===== config.mk =====
export PLATFORM = sky130hd
export DESIGN_NAME = key_panel_top
export DESIGN_NICKNAME = d
export VERILOG_FILES = /design/src/common/board_pkg.sv /design/src/common/key_bus_if.sv /design/src/verilog/key_panel_top.sv /design/src/verilog/key_panel_encoder.sv /design/src/verilog/key_debouncer.sv /design/src/verilog/key_sampler.sv
export SDC_FILE = /design/constraint.sdc
export NUM_CORES = 1
export LEC_CHECK = 0
export ABC_AREA = 1
export BUFFER_PORTS_ARGS = -buffer_cell sky130_fd_sc_hd__buf_2
export CORE_MARGIN = 2
export CORE_UTILIZATION = 51
export CTS_CLUSTER_SIZE = 40
export DETAILED_ROUTE_END_ITERATION = 10
export GPL_TIMING_DRIVEN = 1
export PLACE_DENSITY = 0.77
export SETUP_SLACK_MARGIN = 0.3
export SLEW_MARGIN = 15
export SYNTH_ARGS = -nofsm -noshare
export SYNTH_HDL_FRONTEND = slang
export SYNTH_SLANG_ARGS = --single-unit

===== constraint.sdc =====
create_clock -name clk -period 1.4 [get_ports clk]
set_input_delay 0.14 -clock clk [delete_from_list [all_inputs] [get_ports clk]]
set_output_delay 0.14 -clock clk [all_outputs]
set_load 0.05 [all_outputs]

===== src/common/board_pkg.sv =====
`default_nettype none

package board_pkg;

    //----------------------------------------
    // widths and timing

    localparam int n_keys         = 8;
    localparam int strobe_div     = 4;
    localparam int w_strobe       = $clog2 (strobe_div);
    localparam int stable_samples = 3;
    localparam int w_count        = 2;
    localparam int w_code         = 3;

    //----------------------------------------
    // encoder state

    typedef enum logic
    {
        panel_blank = 1'b0,
        panel_show  = 1'b1
    }
    panel_state_t;

    //----------------------------------------
    // hex font, segment a in msb, h (point) in lsb

    function automatic logic [7:0] hex_to_segments (input logic [3:0] value);
        case (value)
        4'h0:    return 8'b1111_1100;
        4'h1:    return 8'b0110_0000;
        4'h2:    return 8'b1101_1010;
        4'h3:    return 8'b1111_0010;
        4'h4:    return 8'b0110_0110;
        4'h5:    return 8'b1011_0110;
        4'h6:    return 8'b1011_1110;
        4'h7:    return 8'b1110_0000;
        4'h8:    return 8'b1111_1110;
        4'h9:    return 8'b1111_0110;
        4'ha:    return 8'b1110_1110;
        4'hb:    return 8'b0011_1110;
        4'hc:    return 8'b1001_1100;
        4'hd:    return 8'b0111_1010;
        4'he:    return 8'b1001_1110;
        default: return 8'b1000_1110;
        endcase
    endfunction

endpackage

`default_nettype wire

===== src/common/key_bus_if.sv =====
`timescale 1ns/1ns
`default_nettype none

interface key_bus_if import board_pkg::*; ();

    // one-cycle strobe every strobe_div clocks
    logic                sample;

    // keys after inversion and synchronization
    logic [n_keys - 1:0] synced;

    // debounced levels and their rising-edge pulses
    logic [n_keys - 1:0] level;
    logic [n_keys - 1:0] press;

    modport source
    (
        output sample,
        output synced
    );

    modport filter
    (
        input  sample,
        input  synced,
        output level,
        output press
    );

    modport sink
    (
        input  level,
        input  press
    );

endinterface

`default_nettype wire


===== src/verilog/key_panel_top.sv =====
`timescale 1ns/1ns
`default_nettype none

module key_panel_top import board_pkg::*;
(
    input  logic                clk,
    input  logic                reset,
    input  logic [n_keys - 1:0] key,
    output logic [n_keys - 1:0] led,
    output logic [         7:0] abcdefgh,
    output logic [         7:0] hgfedcba
);

    key_bus_if bus ();

    //----------------------------------------
    // synchronizer and strobe

    key_sampler i_key_sampler
    (
        .clk      ( clk        ),
        .reset    ( reset      ),
        .key      ( key        ),
        .bus      ( bus.source )
    );

    //----------------------------------------
    // one debouncer per key

    for (genvar i = 0; i < n_keys; i ++)
    begin : g_debouncer
        key_debouncer # (.index (i)) i_key_debouncer
        (
            .clk   ( clk        ),
            .reset ( reset      ),
            .bus   ( bus.filter )
        );
    end

    //----------------------------------------
    // leds and digit

    key_panel_encoder i_key_panel_encoder
    (
        .clk      ( clk        ),
        .reset    ( reset      ),
        .bus      ( bus.sink   ),
        .led      ( led        ),
        .abcdefgh ( abcdefgh   ),
        .hgfedcba ( hgfedcba   )
    );

endmodule

`default_nettype wire


===== src/verilog/key_panel_encoder.sv =====
`timescale 1ns/1ns
`default_nettype none

module key_panel_encoder import board_pkg::*;
(
    input  logic                clk,
    input  logic                reset,
    key_bus_if.sink             bus,
    output logic [n_keys - 1:0] led,
    output logic [         7:0] abcdefgh,
    output logic [         7:0] hgfedcba
);

    panel_state_t        state;
    logic [w_code - 1:0] last_code;
    logic [w_code - 1:0] press_code;
    logic                any_press;
    logic                any_level;
    logic [         7:0] segments;

    //----------------------------------------
    // lowest pressed key wins

    always_comb
    begin
        press_code = '0;

        for (int i = n_keys - 1; i >= 0; i --)
        begin
            if (bus.press [i])
                press_code = w_code' (i);
        end
    end

    assign any_press = | bus.press;
    assign any_level = | bus.level;

    //----------------------------------------
    // leds, last code and state

    always_ff @ (posedge clk)
    begin
        if (reset)
        begin
            led       <= '0;
            last_code <= '0;
            state     <= panel_blank;
        end
        else if (any_press)
        begin
            led       <= led ^ bus.press;
            last_code <= press_code;
            state     <= panel_show;
        end
    end

    //----------------------------------------
    // seven-segment outputs

    always_comb
    begin
        segments = '0;

        if (state == panel_show)
        begin
            segments = hex_to_segments ({ 1'b0, last_code });

            // point lit while a key is still held down
            segments [0] = any_level;
        end
    end

    always_comb
    begin
        abcdefgh = segments;

        for (int i = 0; i < 8; i ++)
            hgfedcba [i] = segments [7 - i];
    end

    // leds move only on a press from the previous cycle
    assert property (@ (posedge clk) disable iff (reset)
        ! $stable (led) |-> $past (any_press));

endmodule

`default_nettype wire


===== src/verilog/key_debouncer.sv =====
`timescale 1ns/1ns
`default_nettype none

module key_debouncer import board_pkg::*;
#(
    parameter int index = 0
)
(
    input  logic      clk,
    input  logic      reset,
    key_bus_if.filter bus
);

    logic                 level_q;
    logic                 press_q;
    logic [w_count - 1:0] count;

    //----------------------------------------
    // stability counter, runs on sample strobes only

    always_ff @ (posedge clk)
    begin
        if (reset)
        begin
            level_q <= 1'b0;
            press_q <= 1'b0;
            count   <= '0;
        end
        else
        begin
            press_q <= 1'b0;

            if (bus.sample)
            begin
                if (bus.synced [index] == level_q)
                begin
                    count <= '0;
                end
                else if (count == w_count' (stable_samples - 1))
                begin
                    // third strobe in a row with the new value
                    level_q <= ~ level_q;
                    press_q <= ~ level_q;
                    count   <= '0;
                end
                else
                begin
                    count <= count + 1'b1;
                end
            end
        end
    end

    assign bus.level [index] = level_q;
    assign bus.press [index] = press_q;

    assert property (@ (posedge clk) disable iff (reset)
        bus.press [index] |-> bus.level [index] && ! $past (bus.level [index]));

endmodule

`default_nettype wire


===== src/verilog/key_sampler.sv =====
`timescale 1ns/1ns
`default_nettype none

module key_sampler import board_pkg::*;
(
    input  logic                clk,
    input  logic                reset,
    input  logic [n_keys - 1:0] key,
    key_bus_if.source           bus
);

    //----------------------------------------
    // two-stage synchronizer

    logic [n_keys - 1:0] key_meta;

    // buttons are active low on the board
    always_ff @ (posedge clk)
    begin
        if (reset)
        begin
            key_meta   <= '0;
            bus.synced <= '0;
        end
        else
        begin
            key_meta   <= ~ key;
            bus.synced <= key_meta;
        end
    end

    //----------------------------------------
    // sample strobe divider

    logic [w_strobe - 1:0] div_cnt;

    always_ff @ (posedge clk)
    begin
        if (reset)
        begin
            div_cnt    <= '0;
            bus.sample <= 1'b0;
        end
        else if (div_cnt == w_strobe' (strobe_div - 1))
        begin
            div_cnt    <= '0;
            bus.sample <= 1'b1;
        end
        else
        begin
            div_cnt    <= div_cnt + 1'b1;
            bus.sample <= 1'b0;
        end
    end

    // debouncers count strobes, so two in a row would shorten the window
    assert property (@ (posedge clk) disable iff (reset) bus.sample |=> ! bus.sample);

endmodule

`default_nettype wire


==> metrics.yaml <==
status:
  outcome: "complete, but fails checks"
  violations: "negative setup slack"
worst_setup_path:
  cp.arrival_ps: 1850
  critical_path_class: "reg -> reg"
  start_kind: "flip-flop"
  cpMaxStageDelayCell: "dfxtp_4"
  critical-path-max-stage-delay_ps: 370
  required_ps: 1630
  crit_fanout: 4
  path_cells: "inv_2 > nand2_2 > nand2_2 > nand2_1 > nand2_1 > nand2_1 > nand2_2 > nand2_4 > a21oi_4 > ha_2 > nor2_2 > o21bai_4"
  endpoint_kind: "flip-flop"
global_route:
  grt_antenna_before_repair: 0
  first_global_vias: 2235
  grt_overflow: 0
  track_usage: 0.206
  grt_pass1_wl_um: 9630
  grt_max_degree: 46
route:
  vias: 2433
  dr.pass1.iters: 4
  ant_nets: 0
  wirelength_um: 6930
  viasPerCell: 5.02
  drc: 0
  routedWlPerCell_um: 14.3
  drtIter0Drc: 128
synthesis:
  synth_seq_cells: 70
  synth_top_cell_by_area: "dfxtp_1"
  postSynthNetCount: 354
  synthCells: 338
  synth.avg_cell_area_um2: 7.99
  yosys_warnings: 0
  synth_top_area_frac: 0.519
  synthesis.area_mm2: 0.00270
  synth.distinct_cells: 26
  synth.area.top_cells: "dfxtp_1 52%, inv_1 7.4%, nand2_1 7.4%"
  seq_area_frac_synth: 0.519
clock_network:
  root_buffer: "clkbuf_8"
  tritoncts: "yes"
  cts.clk_slew.worst_paths_ps: 80
  cts.sinks: 70
  cts_buffer_depth: 2
  htreeDepth: 3
  cts_buffers: 9
  clock_latency_ps: 340
min_path:
  hp-class: "in -> reg"
floorplan:
  initial_core_util: 0.529
  ios: 34
  core_mm2: 0.00511
  die_w_um: 76.8
  rows: 26
  die_area_mm2: 0.00589
  die_h_um: 76.8
place:
  dp_slack_ps: -148
  dpl.hpwl_um: 3260
  globalplace.congestion: 0.752
  place_inst: 441
  port_buffers: 33
sta:
  maxSlewViolCount: 0
  timing.fmax_ghz: 0.616
  finClkSkew_ps: 5.93
  setup_slack_ps: -223
  period_needed_ps: 1620
  worst_hold_slack_ps: 381
  fin_crit_sh: 1.16
  maxSlewHeadroom: 0.662
  setup_viol: 10
  tightestPinTransition_ps: 506
  rsz0062_at_grt: "true"
  hold_viol: 0
final_layout:
  n_fill_cell: 299
  final_cell_mix: "54 x dfxtp_1, 41 x inv_1, 31 x nand2_1, 31 x buf_4, 30 x a21oi_1"
  final_common_cell: "dfxtp_1"
  seq_area_mm2: 0.00143
  final_cells: 485
  syn_to_final_growth_pct: 51.1
  diodes: 0
  fin_nets: 426
  multi_input_area_mm2: 0.00134
  layout-drive-gt1-share: 0.424
pwr:
  vdd_drop_max_mv: 0.757
  powerDensity_mw_per_mm2: 966
  finalPower_w: 0.00394
  power.leakage_nw: 1.57
run:
  drv_cap: 0
per-layer routing:
metal / routed length [um] / GRT usage / part of all wire / up-vias
met5: 0 / 0 / 0 / -
met4: 260 / 0.125 / 0.037 / 0
met3: 233 / 0.0424 / 0.034 / 21
met2: 3730 / 0.377 / 0.54 / 65
met1: 2710 / 0.215 / 0.39 / 1150
li1: - / - / - / 1197
final timing paths:
check / slack, ps / to / start / cells after the start
setup / recovery: -220 / flip-flop / g_debouncer[6].i_key_debouncer.press_q$_SDFF_PP0_ / 12
hold / removal: 380 / g_debouncer[6].i_key_debouncer.press_q$_SDFF_PP0_ / reset / 3
setup reg to reg: -220 / flip-flop / g_debouncer[6].i_key_debouncer.press_q$_SDFF_PP0_ / 12
hold reg to reg: 400 / i_key_sampler.bus.synced[5]$_SDFF_PP0_ / i_key_sampler.key_meta[5]$_SDFF_PP0_ / 2
area by class of cell:
cell class / instances / area share
well taps: 70 / 0.0215
clock inverters: 4 / 0.0172
multi-input cells: 196 / 0.327
inverters: 55 / 0.0607
repair buffers: 78 / 0.187
clock buffers: 12 / 0.0356
flip-flops and latches: 70 / 0.351
stage by stage:
step / util / setup TNS (ps) / cell area [um2]
floorplan: - / 0 / 2870
global placement: 0.604 / -199 / 3080
detailed placement: 0.604 / -721 / 3080
CTS: 0.744 / -443 / 3800
global route: 0.799 / -1890 / 4080
finish: 0.799 / -1200 / 4080
logic make-up after synthesis:
kind of cell / Yosys count / synth area share
fa+ha+maj: 6 / 0.0278
flops: 70 / 0.519
compound gates: 56 / 0.108
simple gates: 127 / 0.207
xor+xnor: 7 / 0.0227
buf+inv: 72 / 0.116
registers in the layout (all words and copies together), names as in the netlist, named ones only:
name,flops
i_key_panel_encoder.last_code,3
i_key_sampler.bus.sample,1
g_debouncer.i_key_debouncer.press_q,8
i_key_sampler.key_meta,8
i_key_sampler.div_cnt,2
i_key_sampler.bus.synced,8
g_debouncer.i_key_debouncer.count,16
i_key_panel_encoder.led,8
i_key_panel_encoder.state,1
g_debouncer.i_key_debouncer.level_q,8
worst max-delay path: cells and delay by family, from the launching register on:
kind	cells	cell delay (ps)
AOI/OAI and AO/OA	2	370
adders and majority gates	1	210
buffers and inverters	1	70
DFF	1	370
and+or+nand+nor	8	500
synthesized netlist by cell type, drive strengths merged:
library cell / n
dfxtp: 70
inv: 55
nand2: 54
nor2: 41
a21oi: 36
nand3: 18
o21ai: 17
buf: 14
nand4: 7
xnor2: 7
ha: 6
clkbuf: 3
o21bai: 3
nor4: 2
or2: 2
nand3b: 1
nor3: 1
nor3b: 1
power breakdown:
part	total [W]	internal, W	switching, W
clock network	0.00178	0.00105	0.000737
logic	0.000128	0.0000554	0.0000724
registers	0.00203	0.00201	0.0000156
total	0.00394	0.00312	0.000825
what timing repair did:
item,CTS,global route
setup endpoints to repair,53,40
hold buffers,8,0
pin swaps,18,20
endpoints found under the hold margin,8,0
gates resized for setup,108,51
buffers inserted,10,10
No activity file was read; power rests on OpenSTA's default activity.
